[config.mk]
export PLATFORM = sky130hd
export DESIGN_NAME = memtest
export DESIGN_NICKNAME = d
export VERILOG_FILES = /design/src/source/fml_pkg.sv /design/src/source/csr_pkg.sv /design/src/source/memtest.sv /design/src/source/memtest_checker.sv /design/src/source/memtest_engine.sv /design/src/source/memtest_regs.sv /design/src/source/memtest_prng.sv
export VERILOG_INCLUDE_DIRS = /design/src /design/src/source
export SDC_FILE = /design/constraint.sdc
export NUM_CORES = 1
export LEC_CHECK = 0
export ABC_AREA = 1
export BUFFER_PORTS_ARGS = -buffer_cell sky130_fd_sc_hd__buf_4
export CORE_UTILIZATION = 43
export CTS_CLUSTER_SIZE = 28
export DETAILED_ROUTE_END_ITERATION = 10
export PLACE_DENSITY = 0.78
export SLEW_MARGIN = 20
export SYNTH_ARGS = -nofsm -noshare
export SYNTH_HDL_FRONTEND = slang
export SYNTH_SLANG_ARGS = --single-unit
[constraint.sdc]
create_clock -name sys_clk -period 1.9 [get_ports sys_clk]
set_clock_uncertainty 0.2 [all_clocks]
set_input_delay 0.19 -clock sys_clk [delete_from_list [all_inputs] [get_ports sys_clk]]
set_output_delay 0.19 -clock sys_clk [all_outputs]
set_load 0.02 [all_outputs]
[src/source/memtest_macros.svh]
/*
 * Memory tester build constants.
 * FML address depth, CSR bank number, register offsets,
 * burst length and the reload values of the two generators.
 */

`ifndef MEMTEST_MACROS_SVH
`define MEMTEST_MACROS_SVH

// ------------------------------------------------------------------------
// FML port
// ------------------------------------------------------------------------
`define MEMTEST_FML_DEPTH 26 // byte address width of the FML port.
`define MEMTEST_BURST_LEN 4 // 64-bit beats per burst.

// ------------------------------------------------------------------------
// CSR bank and register map
// ------------------------------------------------------------------------
`define MEMTEST_CSR_BANK 4'h0 // matched against csr_a[13:10].

`define MEMTEST_REG_NBURSTS 3'd0 // write starts a run, read gives bursts left.
`define MEMTEST_REG_ERRCOUNT 3'd1 // write clears.
`define MEMTEST_REG_ADDRESS 3'd2 // write loads top bits and restarts the sequence.
`define MEMTEST_REG_WE 3'd3 // bit 0 selects write passes.

// ------------------------------------------------------------------------
// generator seeds, both nonzero
// ------------------------------------------------------------------------
`define MEMTEST_DATA_SEED 64'h9e37_79b9_7f4a_7c15
`define MEMTEST_ADR_SEED 20'h5a3c1

`endif
[src/source/fml_pkg.sv]
/*
 * FML 4x64 port types.
 * Byte address, beat word, byte select, the random address
 * part and the burst and beat counters.
 */

`default_nettype none

`include "memtest_macros.svh"

package fml_pkg;

	typedef logic [`MEMTEST_FML_DEPTH-1:0] fml_adr_t; // byte address.
	typedef logic [63:0] fml_word_t; // one beat.
	typedef logic [7:0] fml_sel_t; // one bit per byte of a beat.

	typedef logic [19:0] adr_rand_t; // burst index drawn from the generator.
	typedef logic [1:0] beat_cnt_t; // beats still due in a burst.
	typedef logic [31:0] burst_cnt_t; // bursts still to issue.

endpackage

`default_nettype wire

[src/source/csr_pkg.sv]
/*
 * CSR bus types.
 * Word address, data word and the register index
 * taken from the low address bits.
 */

`default_nettype none

package csr_pkg;

	// word address as seen on csr_a.
	typedef logic [13:0] csr_addr_t;

	// read and write data.
	typedef logic [31:0] csr_data_t;

	// register offset within a bank, csr_a[2:0].
	typedef logic [2:0] reg_index_t;

endpackage

`default_nettype wire

[src/source/memtest.sv]
/*
 * Memory tester top level.
 * CSR bank, burst engine and read checker on one CSR
 * port and one FML 4x64 port.
 */

`timescale 1ns/100ps
`default_nettype none

`include "memtest_macros.svh"

module memtest (
	input logic sys_clk,
	input logic sys_rst,

	// configuration port.
	input csr_pkg::csr_addr_t csr_a,
	input logic csr_we,
	input csr_pkg::csr_data_t csr_di,
	output csr_pkg::csr_data_t csr_do,

	// FML 4x64 port.
	output fml_pkg::fml_adr_t fml_adr,
	output logic fml_stb,
	output logic fml_we,
	input logic fml_ack,
	input fml_pkg::fml_word_t fml_di,
	output fml_pkg::fml_sel_t fml_sel,
	output fml_pkg::fml_word_t fml_do
);

	import csr_pkg::*;
	import fml_pkg::*;

	logic load_bursts;
	logic load_address;
	logic clear_errors;
	logic write_mode;
	logic beat_valid;
	logic [`MEMTEST_FML_DEPTH-25-1:0] adr_top;
	csr_data_t burst_total;
	csr_data_t error_count;
	burst_cnt_t remaining_bursts;
	fml_word_t expected;

	assign fml_sel = '1; // every beat writes all bytes.

	memtest_regs u_regs (
		.sys_clk(sys_clk), .sys_rst(sys_rst),
		.csr_a(csr_a), .csr_we(csr_we), .csr_di(csr_di), .csr_do(csr_do),
		.load_bursts(load_bursts), .burst_total(burst_total),
		.load_address(load_address), .adr_top(adr_top),
		.write_mode(write_mode), .clear_errors(clear_errors),
		.remaining_bursts(remaining_bursts), .fml_adr(fml_adr),
		.error_count(error_count)
	);

	memtest_engine u_engine (
		.sys_clk(sys_clk), .sys_rst(sys_rst),
		.load_bursts(load_bursts), .burst_total(burst_total),
		.load_address(load_address), .adr_top(adr_top), .write_mode(write_mode),
		.fml_ack(fml_ack), .fml_stb(fml_stb), .fml_we(fml_we),
		.fml_adr(fml_adr), .fml_do(fml_do),
		.remaining_bursts(remaining_bursts), .expected(expected),
		.beat_valid(beat_valid)
	);

	memtest_checker u_checker (
		.sys_clk(sys_clk), .sys_rst(sys_rst),
		.clear_errors(clear_errors), .write_mode(write_mode),
		.beat_valid(beat_valid), .expected(expected), .fml_di(fml_di),
		.error_count(error_count)
	);

endmodule

`default_nettype wire

[src/source/memtest_checker.sv]
/*
 * Memory tester read checker.
 * Registered compare of each returned beat against the
 * expected word, and a saturating error counter.
 */

`timescale 1ns/100ps
`default_nettype none

module memtest_checker (
	input logic sys_clk,
	input logic sys_rst,

	input logic clear_errors,
	input logic write_mode,
	input logic beat_valid,
	input fml_pkg::fml_word_t expected,
	input fml_pkg::fml_word_t fml_di,

	output csr_pkg::csr_data_t error_count
);

	import csr_pkg::*;

	localparam csr_data_t ERR_MAX = '1;

	logic mismatch;
	logic read_beat;

	// compare stage.
	always_ff @(posedge sys_clk)
		mismatch <= fml_di != expected;

	always_ff @(posedge sys_clk) begin
		if (sys_rst) begin
			read_beat <= 1'b0;
			error_count <= '0;
		end else begin
			read_beat <= beat_valid & ~write_mode; // write beats are not checked.
			if (clear_errors)
				error_count <= '0;
			else if (read_beat && mismatch && error_count != ERR_MAX)
				error_count <= error_count + 1'b1; // holds at the top.
		end
	end

endmodule

`default_nettype wire

[src/source/memtest_engine.sv]
/*
 * Memory tester burst sequencer.
 * Holds the FML strobe while bursts remain, counts bursts
 * and beats, and steps the address and data generators.
 */

`timescale 1ns/100ps
`default_nettype none

`include "memtest_macros.svh"

module memtest_engine (
	input logic sys_clk,
	input logic sys_rst,

	input logic load_bursts,
	input csr_pkg::csr_data_t burst_total,
	input logic load_address,
	input logic [`MEMTEST_FML_DEPTH-25-1:0] adr_top,
	input logic write_mode,

	input logic fml_ack,
	output logic fml_stb,
	output logic fml_we,
	output fml_pkg::fml_adr_t fml_adr,
	output fml_pkg::fml_word_t fml_do,

	output fml_pkg::burst_cnt_t remaining_bursts,
	output fml_pkg::fml_word_t expected,
	output logic beat_valid
);

	import fml_pkg::*;

	// byte offset bits within one burst, 5 for 4x64.
	localparam int ADR_LSB = $clog2(`MEMTEST_BURST_LEN * $bits(fml_word_t) / 8);

	beat_cnt_t beat_cnt;
	adr_rand_t adr_rand;
	adr_rand_t adr_seed;
	fml_word_t data_word;

	// ------------------------------------------------------------------------
	// generators
	// ------------------------------------------------------------------------
	// reset parks the address sequence at zero until an address is written.
	assign adr_seed = sys_rst ? '0 : adr_rand_t'(`MEMTEST_ADR_SEED);

	memtest_prng #(.rand_t(fml_word_t)) u_data_prng (
		.sys_clk(sys_clk),
		.reload(sys_rst | load_bursts),
		.seed(fml_word_t'(`MEMTEST_DATA_SEED)),
		.step(beat_valid),
		.value(data_word)
	);

	memtest_prng #(.rand_t(adr_rand_t)) u_adr_prng (
		.sys_clk(sys_clk),
		.reload(sys_rst | load_address),
		.seed(adr_seed),
		.step(fml_ack), // one new address per accepted burst.
		.value(adr_rand)
	);

	// ------------------------------------------------------------------------
	// burst counter and strobe
	// ------------------------------------------------------------------------
	always_ff @(posedge sys_clk) begin
		if (sys_rst) begin
			remaining_bursts <= '0;
			fml_stb <= 1'b0;
		end else if (load_bursts) begin
			remaining_bursts <= burst_total;
			fml_stb <= burst_total != '0; // zero bursts start nothing.
		end else if (fml_ack) begin
			remaining_bursts <= remaining_bursts - 1'b1;
			if (remaining_bursts == burst_cnt_t'(1))
				fml_stb <= 1'b0; // last burst accepted.
		end
	end

	// beats after the ack cycle.
	always_ff @(posedge sys_clk) begin
		if (sys_rst)
			beat_cnt <= '0;
		else if (fml_ack)
			beat_cnt <= beat_cnt_t'(`MEMTEST_BURST_LEN - 1);
		else if (beat_cnt != '0)
			beat_cnt <= beat_cnt - 1'b1;
	end

	assign beat_valid = (beat_cnt != '0) | fml_ack; // ack cycle plus three.

	// ------------------------------------------------------------------------
	// FML outputs
	// ------------------------------------------------------------------------
	assign fml_we = write_mode;
	assign fml_adr = {adr_top, adr_rand, {ADR_LSB{1'b0}}};
	assign fml_do = data_word;
	assign expected = data_word; // same sequence for write and compare.

	a_ack_in_stb: assert property (@(posedge sys_clk) disable iff (sys_rst)
		fml_ack |-> fml_stb)
		else $error("memtest_engine: ack without strobe");

	a_no_overlap: assert property (@(posedge sys_clk) disable iff (sys_rst)
		beat_cnt != '0 |-> !fml_ack)
		else $error("memtest_engine: ack during a burst");

endmodule

`default_nettype wire

[src/source/memtest_regs.sv]
/*
 * Memory tester CSR bank.
 * Bank and register decode, write pulses for the engine and
 * checker, stored address top bits and mode, registered readback.
 */

`timescale 1ns/100ps
`default_nettype none

`include "memtest_macros.svh"

module memtest_regs (
	input logic sys_clk,
	input logic sys_rst,

	input csr_pkg::csr_addr_t csr_a,
	input logic csr_we,
	input csr_pkg::csr_data_t csr_di,
	output csr_pkg::csr_data_t csr_do,

	output logic load_bursts,
	output csr_pkg::csr_data_t burst_total,
	output logic load_address,
	output logic [`MEMTEST_FML_DEPTH-25-1:0] adr_top,
	output logic write_mode,
	output logic clear_errors,

	input fml_pkg::burst_cnt_t remaining_bursts,
	input fml_pkg::fml_adr_t fml_adr,
	input csr_pkg::csr_data_t error_count
);

	import csr_pkg::*;

	localparam int TOP_LSB = 25; // 20 generator bits plus 5 burst offset bits.

	logic bank_hit;
	reg_index_t reg_index;
	logic wr_strobe;

	// ------------------------------------------------------------------------
	// decode
	// ------------------------------------------------------------------------
	assign bank_hit = csr_a[13:10] == `MEMTEST_CSR_BANK;
	assign reg_index = csr_a[2:0];
	assign wr_strobe = bank_hit & csr_we;

	assign load_bursts = wr_strobe & (reg_index == `MEMTEST_REG_NBURSTS); // start a run.
	assign clear_errors = wr_strobe & (reg_index == `MEMTEST_REG_ERRCOUNT);
	assign load_address = wr_strobe & (reg_index == `MEMTEST_REG_ADDRESS); // reseed addresses.

	assign burst_total = load_bursts ? csr_di : '0; // only meaningful with the pulse.

	// ------------------------------------------------------------------------
	// configuration registers
	// ------------------------------------------------------------------------
	always_ff @(posedge sys_clk) begin
		if (sys_rst) begin
			adr_top <= '0;
			write_mode <= 1'b0;
		end else begin
			if (load_address)
				adr_top <= csr_di[`MEMTEST_FML_DEPTH-1:TOP_LSB]; // top bits only.
			if (wr_strobe && reg_index == `MEMTEST_REG_WE)
				write_mode <= csr_di[0];
		end
	end

	// ------------------------------------------------------------------------
	// readback, one cycle after the address
	// ------------------------------------------------------------------------
	always_ff @(posedge sys_clk) begin
		if (sys_rst) begin
			csr_do <= '0;
		end else begin
			csr_do <= '0; // other banks and offsets read zero.
			if (bank_hit) begin
				case (reg_index)
					`MEMTEST_REG_NBURSTS: csr_do <= csr_data_t'(remaining_bursts);
					`MEMTEST_REG_ERRCOUNT: csr_do <= error_count;
					`MEMTEST_REG_ADDRESS: csr_do <= csr_data_t'(fml_adr); // live address.
					`MEMTEST_REG_WE: csr_do <= csr_data_t'(write_mode);
					default: csr_do <= '0;
				endcase
			end
		end
	end

	// the engine and checker each expect their own pulse alone.
	a_one_load: assert property (@(posedge sys_clk) disable iff (sys_rst)
		$onehot0({load_bursts, load_address, clear_errors}))
		else $error("memtest_regs: more than one load pulse");

endmodule

`default_nettype wire

[src/source/memtest_prng.sv]
/*
 * Pseudo-random word generator.
 * Fibonacci LFSR as wide as rand_t, reloaded from seed
 * and stepped once per enabled cycle.
 */

`timescale 1ns/100ps
`default_nettype none

module memtest_prng #(
	parameter type rand_t = logic [63:0]
) (
	input logic sys_clk,
	input logic reload,
	input rand_t seed,
	input logic step,
	output rand_t value
);

	localparam int W = $bits(rand_t);

	// maximal-length taps for the supported widths.
	function automatic rand_t tap_mask();
		logic [63:0] m;
		m = 64'd0;
		case (W)
			64: m = (64'd1 << 63) | (64'd1 << 62) | (64'd1 << 60) | (64'd1 << 59); // 64,63,61,60.
			20: m = (64'd1 << 19) | (64'd1 << 16); // 20,17.
			default: m = 64'd0;
		endcase
		return rand_t'(m);
	endfunction

	localparam rand_t TAP_MASK = tap_mask();

	if (TAP_MASK == '0) begin : g_bad_width
		$error("memtest_prng: no taps for width %0d", W);
	end

	logic [W-1:0] state;
	logic feedback;

	assign feedback = ^(state & TAP_MASK); // xor of the tapped bits.

	always_ff @(posedge sys_clk) begin
		if (reload)
			state <= seed; // restart the sequence.
		else if (step)
			state <= {state[W-2:0], feedback}; // shift toward the msb.
	end

	assign value = state;

	// xor feedback locks up at zero, so a running sequence must stay clear of it.
	a_never_zero: assert property (@(posedge sys_clk)
		(state != '0) && !reload |=> state != '0)
		else $error("memtest_prng: state reached zero");

endmodule

`default_nettype wire

# Word-level counts from Yosys, hierarchy flattened
# Index checks and enable logic that the tools add are counted.
# op_classes
add_sub_neg	3
mux	12
reduce_logical	16
bitwise	10
n_eq_ne	6
# ops
cell	n
one-hot mux 32 bit (4 select lines)	1
2-to-1 mux 32 bit	3
inequality test 64 bit	1
parity 64 bit	1
2-to-1 mux 20 bit	2
adder 32 x 1 -> 32 bit, second input constant	1
equality test 32 x 1 -> 1 bit, second input constant	1
inequality test 32 bit, second input constant	1
nonzero test 32 bit	1
subtractor 32 x 1 -> 32 bit, second input constant	1
parity 20 bit	1
2-to-1 mux 19 bit	1
nonzero test 2 bit	5
equality test 3 x 2 -> 1 bit, second input constant	2
AND 1 bit	5
zero test 4 bit	1
2-to-1 mux 2 bit	2
OR reduction 2 bit	2
equality test 3 x 1 -> 1 bit, second input constant	1
logical AND 1 bit	3
zero test 3 bit	1
2-to-1 mux 1 bit	3
bitwise OR 1 bit	3
NOT 1 bit	2
2 further kinds	2
# totals
input_bits	114
reg_bits	187

# Logic depth before layout (Yosys ltp)
# Gate-level depths: netlist of the first run.
# logic_depth
depth_word	6
depth_mapped	12
mapped_depth_nobuf	12

# Hierarchy
# Synthesis of the first run repeated with hierarchy kept, for this count alone.
# unflattened
hier_cells	1611
hier_area_um2	11738.8
# by_module_without_submodules
mod	area_per_inst_um2	instances	cells_per_inst
memtest_engine	3027.9	1	461
memtest_checker	2964.1	1	449
memtest_prng (u_engine.u_data_prng)	2817.7	1	287
memtest_regs	1998.2	1	317
memtest_prng (u_engine.u_adr_prng)	867.1	1	88
memtest	63.8	1	9

# Least setup slack after synthesis of the first run
# Ideal clock, no wire load.
# synth_timing
kind	flip-flop to flip-flop
start	register u_checker.error_count[0]
end	register u_checker.error_count[27]
synth_period_minus_slack_ns	1.840
t_required_ns	1.576
stages_incl_launch_ff	12
path_slack_ns	0.060
n_path_buf	1
t_arrival_ns	1.516
path_cell_list	dfxtp_1 > ha_1 > nand2_2 > nor2_4 > nand2_2 > nor2_4 > nand2_4 > nand2_8 > inv_4 > buf_6 > nand2_1 > a21oi_2
# synth_via
elab_chain_cells	2
word_cells_on_any_way	3
classes_between	add/sub (1); eq/ne (1); reduce/logical (1)
# synth_lines
element	line	rtl
from (decl)	memtest_checker.sv:20	output csr_pkg::csr_data_t error_count
from (signal assigned)	memtest_checker.sv:43	error_count <= error_count + 1'b1;
branches (longest 2 deep; another with adder 32 x 1 -> 32 bit)	n/a	
# Parallel ways; which one is timed is not known.
# A chain may end at the register's enable or synchronous reset.

# Worst setup path after layout of the first run
# layout_timing
start	input csr_a[1]
end	register u_engine.remaining_bursts[5]
# layout_via
elab_chain_cells	4
word_cells_on_any_way	5
classes_between	mux (2); bitwise (1); reduce/logical (2)
# layout_lines
element	line	rtl
from (decl)	memtest.sv:17	input csr_pkg::csr_addr_t csr_a,
zero test 3 bit (no source line) (*)	n/a	
AND 1 bit (*)	memtest_regs.sv:48	assign load_bursts = wr_strobe & (reg_index == `MEMTEST_REG_NBURSTS);
2-to-1 mux 32 bit	memtest_regs.sv:52	assign burst_total = load_bursts ? csr_di : '0;
2-to-1 mux 32 bit	memtest_engine.sv:72	end else if (load_bursts) begin
to (signal assigned)	memtest_engine.sv:73	remaining_bursts <= burst_total;
to (signal assigned)	memtest_engine.sv:76	remaining_bursts <= remaining_bursts - 1'b1;
to (decl)	memtest_engine.sv:28	output fml_pkg::burst_cnt_t remaining_bursts,
# Mark *: on every way between the ends. The rest lies on a longest branch, timed or not.

==> results of run 1 <==
-- power by group --
group | leakage, nW | switching, mW | total, mW | internal (mW)
clock network | 0.294 | 1.78 | 3.58 | 1.80
logic | 4.05 | 1.24 | 2.22 | 0.981
registers | 1.60 | 0.293 | 4.52 | 4.23
-- timing repair --
action,4_1_cts,5_1_grt
buffers inserted,0,5
hold buffers,38,0
hold endpoints to repair,35,0
resized for setup,0,38
endpoints found under the setup margin,0,88
-- path summary, 6_finish.rpt --
kind,startpoint,to,slack (ns)
max,csr_a[1],u_engine.remaining_bursts[5],0.05
min,fml_di[45],u_checker.mismatch,0.009
max reg2reg,u_engine.remaining_bursts[1],u_engine.remaining_bursts[17],0.07
min reg2reg,u_checker.error_count[30],u_checker.error_count[30],0.30
-- state kept, by name, summed over array words and instances, names as in the netlist --
name,cells
u_checker.error_count,32
u_checker.mismatch,1
u_checker.read_beat,1
u_engine.beat_cnt,2
u_engine.fml_stb,1
u_engine.remaining_bursts,32
u_engine.u_adr_prng.value,20
u_engine.u_data_prng.value,64
u_regs.adr_top,1
u_regs.csr_do,32
u_regs.write_mode,1
-- kinds of logic (layout without fill, tap and decap cells) --
kind of cell | Yosys count | count (layout) | share of synthesized area (%)
simple gates | 669 | 669 | 27.9
compound gates | 243 | 243 | 14.3
buf+inv | 211 | 520 | 9.48
flops | 187 | 187 | 39.6
xor+xnor | 92 | 92 | 8.10
fa+ha+maj | 4 | 4 | 0.503
other cells | 2 | 13 | 0.0755
-- routing by layer --
layer,up-vias,global-route usage [%]
met4,0,12.3
met5,-,0
li1,5122,-
met3,61,4.14
met1,4834,33.6
met2,451,46.3
-- metrics by stage --
step	hold WS, ns	instance area, sq um	setup WS, ns	utilization (%)
final	0.00875	13500	0.0535	59.7
after CTS	0.00115	13300	0.00143	58.9
after global placement	0.266	12400	0.0667	54.6
after floorplan	0.125	9990	0.0603	-
after global routing	0.0400	13500	-0.0351	59.7
after detailed placement	0.272	12400	0.0203	54.6
-- layout by cell type (no fill, tap or decap), drive strengths merged --
cell type    instances
o2111ai              1
and3                 1
a22oi                1
dfxtp              167
a221oi               1
nor3b                1
nor4                 1
nor2               176
inv                143
nand3               68
a21oi              116
dlygate4sd3         38
nor3                 8
nand3b               3
xnor2               67
nand4               23
clkinv              11
edfxtp              20
o221ai               8
a31oi                4
buf                308
o21bai               1
o211ai              28
clkbuf              20
o21ai               77
xor2                25
o22ai                6
nand2              388
ha                   4
conb                13
-- final cells by class --
class / count / area, sq um
Tap cell: 285 / 357
Sequential cell: 187 / 3960
Multi-Input combinational cell: 1021 / 5200
Clock inverter: 14 / 155
Timing Repair Buffer: 348 / 2880
Clock buffer: 18 / 439
Fill cell: 2040 / 9130
Inverter: 140 / 528
-- critical path: stages --
cell and delay, ns:
dlygate4sd3_1 0.54, buf_4 0.16, nor2_2 0.11, nand2_1 0.11, nor2_4 0.17, nor2_2 0.08, inv_2 0.21, clkbuf_16 0.21
o21ai_0 0.07, a21oi_1 0.15
==> impl_metrics.py, run 1 <==
metrics = {
    "status": {
        "status": "finished clean",
    },
    "min_path": {
        "hold_depth": 7,
        "worstHoldPathType": "in2reg",
    },
    "sta": {
        "period_share_pct": 97.2,
        "maxSlewViolCount": 0,
        "setup_viol": 0,
        "hold_violations": 0,
        "fin_tns_setup_ns": 0,
        "fmax_mhz": 542,
        "fin_crit_ns": 1.85,
    },
    "synth": {
        "syn_inst": 1408,
        "ys_warn_count": 0,
        "ys.flop_type": "dfxtp_1",
        "avgSynthCellArea_sq_um": 7.07,
        "synth.largest_area_cell": "dfxtp_1",
        "yosysMostFrequentCell": "nand2_1",
        "async_flop_share_pct": 0,
        "synthesis.area_sq_um": 9950,
        "netlist.area_leader.share_pct": 33.6,
        "ys_types": 43,
        "synth_common_cells": "373 x nand2_1, 167 x dfxtp_1, 167 x nor2_1, 131 x inv_1, 96 x a21oi_1",
        "synth_seq_cells": 187,
        "synth_area_leaders": "dfxtp_1 34%, nand2_1 14%, nor2_1 6.3%",
        "yosysSeqAreaShare_pct": 39.6,
        "synth_edf_count": 20,
    },
    "final_layout": {
        "n_antenna_cell": 0,
        "finalNonFillerCells": 2013,
        "drive_gt1_share_pct": 24.7,
        "final_nets": 1833,
        "area_growth_pct": 35.8,
    },
    "clock_network": {
        "clkTransAtPathRegs_ns": 0.07,
        "h-tree-depth": 4,
        "cts_root_buffer": "clkbuf_16",
        "clk_latency_ns": 0.44,
        "cts_buffer_depth": 2,
        "cts_buffers": 17,
        "clock-sinks": 187,
        "cts_tree": "yes",
    },
    "global_routing": {
        "grt_pass1_wl_um": 50200,
        "antenna_found_initial": 0,
        "grt_max_degree": 39,
        "overflow": 0,
        "track_usage_pct": 27.1,
        "grt_pass1_vias": 9785,
    },
    "route": {
        "vias": 10500,
        "drt_iter0_drc": 815,
        "detail_route.wl_per_cell_um": 16.4,
        "drcViolationCount": 0,
        "ant_nets": 0,
        "dr.max_layer_used": "met4",
        "wl_um": 33100,
        "met2_wirelength_um": 15700,
        "wl_met1_um": 13800,
        "vias_per_cell": 5.20,
        "wl_met3_um": 2280,
        "drtPass1Iterations": 5,
    },
    "place": {
        "placed_cells": 1936,
        "dp_hpwl_um": 24900,
        "gp_congestion": 0.982,
        "io_buffer_count": 225,
    },
    "critical_path": {
        "path_max_fanout": 9,
        "rr_worst_depth": 9,
        "critPathLaunchType": "input pin",
        "cp.arrival_ns": 2.01,
        "endpoint_kind": "register",
        "critPathRequiredTime_ns": 2.06,
        "path_class": "in2reg",
    },
    "power_and_ir_drop": {
        "peakVddDrop_mv": 0.426,
        "p_leak_nw": 5.94,
        "power_density_nw_per_um2": 764,
        "power_mw": 10.3,
    },
    "floorplanning": {
        "die_h_um": 154,
        "start_util_pct": 43.9,
        "rows": 55,
        "core_area_sq_um": 22600,
        "die_area_sq_um": 23700,
        "fp.dieW_um": 154,
        "top_level_ports": 246,
    },
    "flow_run": {
        "drv_cap": 0,
    },
}
Note: power is estimated with default switching activity, not from simulation.
==> run 2: changes to the inputs <==
PLACE_DENSITY = 0.76   (was 0.78)
==> run 2 against run 1 <==
Compared with the run above:
- die area unchanged
- clock power up 1%
- global-route usage up 0.51 points
- fmax down 0.69%
- critical endpoint is now u_checker.error_count[7]
==> impl_metrics.py, run 2 (synthesis gave the netlist of run 1 again) <==
metrics = {
    "place": {
        "gp_congestion": 0.950,
        "dp_hpwl_um": 25200,
        "io_buffer_count": 225,
    },
    "critical_path": {
        "path_class": "reg2reg",
        "cp_top_family": "simple AND/OR/NAND/NOR gates",
        "critPathLaunchType": "register",
        "slowest_delay_ns": 0.36,
        "critPathRequiredTime_ns": 2.08,
        "worst_path_most_repeated_cell": "nor2_2",
        "cpMaxStageDelayCell": "dfxtp_1",
        "endpoint_kind": "register",
        "critPathBufInv": 2,
        "path_max_fanout": 8,
        "cp.arrival_ns": 2.04,
        "crit_path_cell_trace": "inv_2 -> nor2_2 -> nand4_1 -> nor2_2 -> nand2_4 -> nand2_8 -> clkbuf_16 -> nand2_1 -> a21oi_2",
    },
    "sta": {
        "period_share_pct": 97.9,
        "fmax_mhz": 538,
        "max_slew_margin_pct": 61.8,
        "fin_tns_setup_ns": 0,
        "setup_viol": 0,
        "maxSlewViolCount": 0,
        "hold_violations": 0,
        "tightest_slew_ns": 0.572,
        "fin_crit_ns": 1.86,
    },
    "route": {
        "drt_iter0_drc": 690,
        "vias": 10400,
        "wl_um": 33300,
        "detail_route.wl_per_cell_um": 16.5,
        "drtPass1Iterations": 7,
        "drcViolationCount": 0,
        "ant_nets": 0,
        "vias_per_cell": 5.17,
    },
    "power_and_ir_drop": {
        "power_density_nw_per_um2": 765,
        "power_mw": 10.4,
        "peakVddDrop_mv": 0.534,
        "p_leak_nw": 5.96,
    },
    "min_path": {
        "worstHoldPathType": "in2reg",
    },
    "floorplanning": {
        "top_level_ports": 246,
        "rows": 55,
        "fp.dieW_um": 154,
        "die_h_um": 154,
        "die_area_sq_um": 23700,
        "core_area_sq_um": 22600,
        "start_util_pct": 43.9,
    },
    "final_layout": {
        "final_common_cell": "nand2_1",
        "largest_reg_flops": 64,
        "mostFrequentLayoutCells": "368 x nand2_1, 296 x buf_4, 151 x dfxtp_1, 150 x nor2_1, 130 x inv_1",
        "n_antenna_cell": 0,
        "drive_gt1_share_pct": 25.4,
        "area_growth_pct": 36.6,
        "final_nets": 1834,
    },
    "clock_network": {
        "cts_root_buffer": "clkbuf_16",
        "clk_latency_ns": 0.44,
        "cts_tree": "yes",
        "cts_buffers": 17,
        "cts_buffer_depth": 2,
        "clock-sinks": 187,
        "h-tree-depth": 4,
        "clkTransAtPathRegs_ns": 0.08,
    },
    "flow_run": {
        "drv_cap": 0,
    },
    "global_routing": {
        "antenna_found_initial": 0,
        "track_usage_pct": 27.6,
        "grt_max_degree": 42,
        "grt_pass1_vias": 9630,
        "grt_pass1_wl_um": 51200,
        "overflow": 0,
    },
    "status": {
        "status": "finished clean",
    },
}
-- run 2: changes by cell type in the layout (fill, tap and decap cells not counted), sizes merged --
| cell | before | now |
|---|---|---|
| clkinv | 11 | 10 |
| buf | 308 | 306 |
| dlygate4sd3 | 38 | 41 |
| clkbuf | 20 | 21 |
-- run 2: routing by layer --
| layer | vias up | track usage, % | wire (um) |
|---|---|---|---|
| li1 | 5120 | - | - |
| met1 | 4795 | 35.4 | 14000 |
| met2 | 450 | 46.4 | 16000 |
| met3 | 51 | 4.90 | 2420 |
| met4 | 0 | 9.95 | 876 |
| met5 | - | 0 | 0 |
-- run 2: worst reg2reg max path: stages (launching register included) --
cell,delay [ns]
dfxtp_1,0.36
inv_2,0.05
nor2_2,0.12
nand4_1,0.21
nor2_2,0.24
nand2_4,0.11
nand2_8,0.13
clkbuf_16,0.18
nand2_1,0.07
a21oi_2,0.13
-- run 2: timing repair --
item,in CTS,in global routing
resized for setup,3,54
buffers inserted,0,5
gates cloned,0,2
endpoints found under the hold margin,37,0
hold buffers,43,0
endpoints found under the setup margin,2,50
pin swaps,0,8
-- run 2: worst paths after layout --
path	start	to	slack, ns	cells past startpoint
hold reg to reg	u_checker.error_count[20]	u_checker.error_count[20]	0.29	2
setup reg to reg	u_checker.error_count[26]	u_checker.error_count[7]	0.04	9
hold / removal	fml_di[59]	u_checker.mismatch	0.02	7
setup / recovery	u_checker.error_count[26]	u_checker.error_count[7]	0.04	9
-- run 2: area by class of cell --
class	count	area, sq um
multi-input combinational	1021	5260
fill	2017	9050
timing repair buffer	349	2870
clock inverter	13	145
tap	285	357
sequential	187	3970
inverter	140	531
clock buffer	19	454
-- run 2: where the power goes --
| part | total [mW] | switching [mW] | internal, mW | leakage [nW] |
|---|---|---|---|---|
| Combinational | 2.23 | 1.25 | 0.984 | 4.07 |
| Sequential | 4.53 | 0.298 | 4.23 | 1.59 |
| Clock | 3.63 | 1.78 | 1.85 | 0.295 |
-- run 2: metrics by stage --
stage	utilization (%)	area, sq um	std cells	worst slack [ns]	hold WS [ns]
2_1_floorplan	-	9990	1419	0.0603	0.125
3_3_place_gp	54.4	12300	1934	-0.000986	0.272
3_5_place_dp	54.4	12300	1934	-0.0263	0.274
4_1_cts	59.0	13400	2009	0.00906	0.00182
5_1_grt	60.0	13600	2014	-0.00207	0.0381
6_report	60.0	13600	2014	0.0406	0.0211
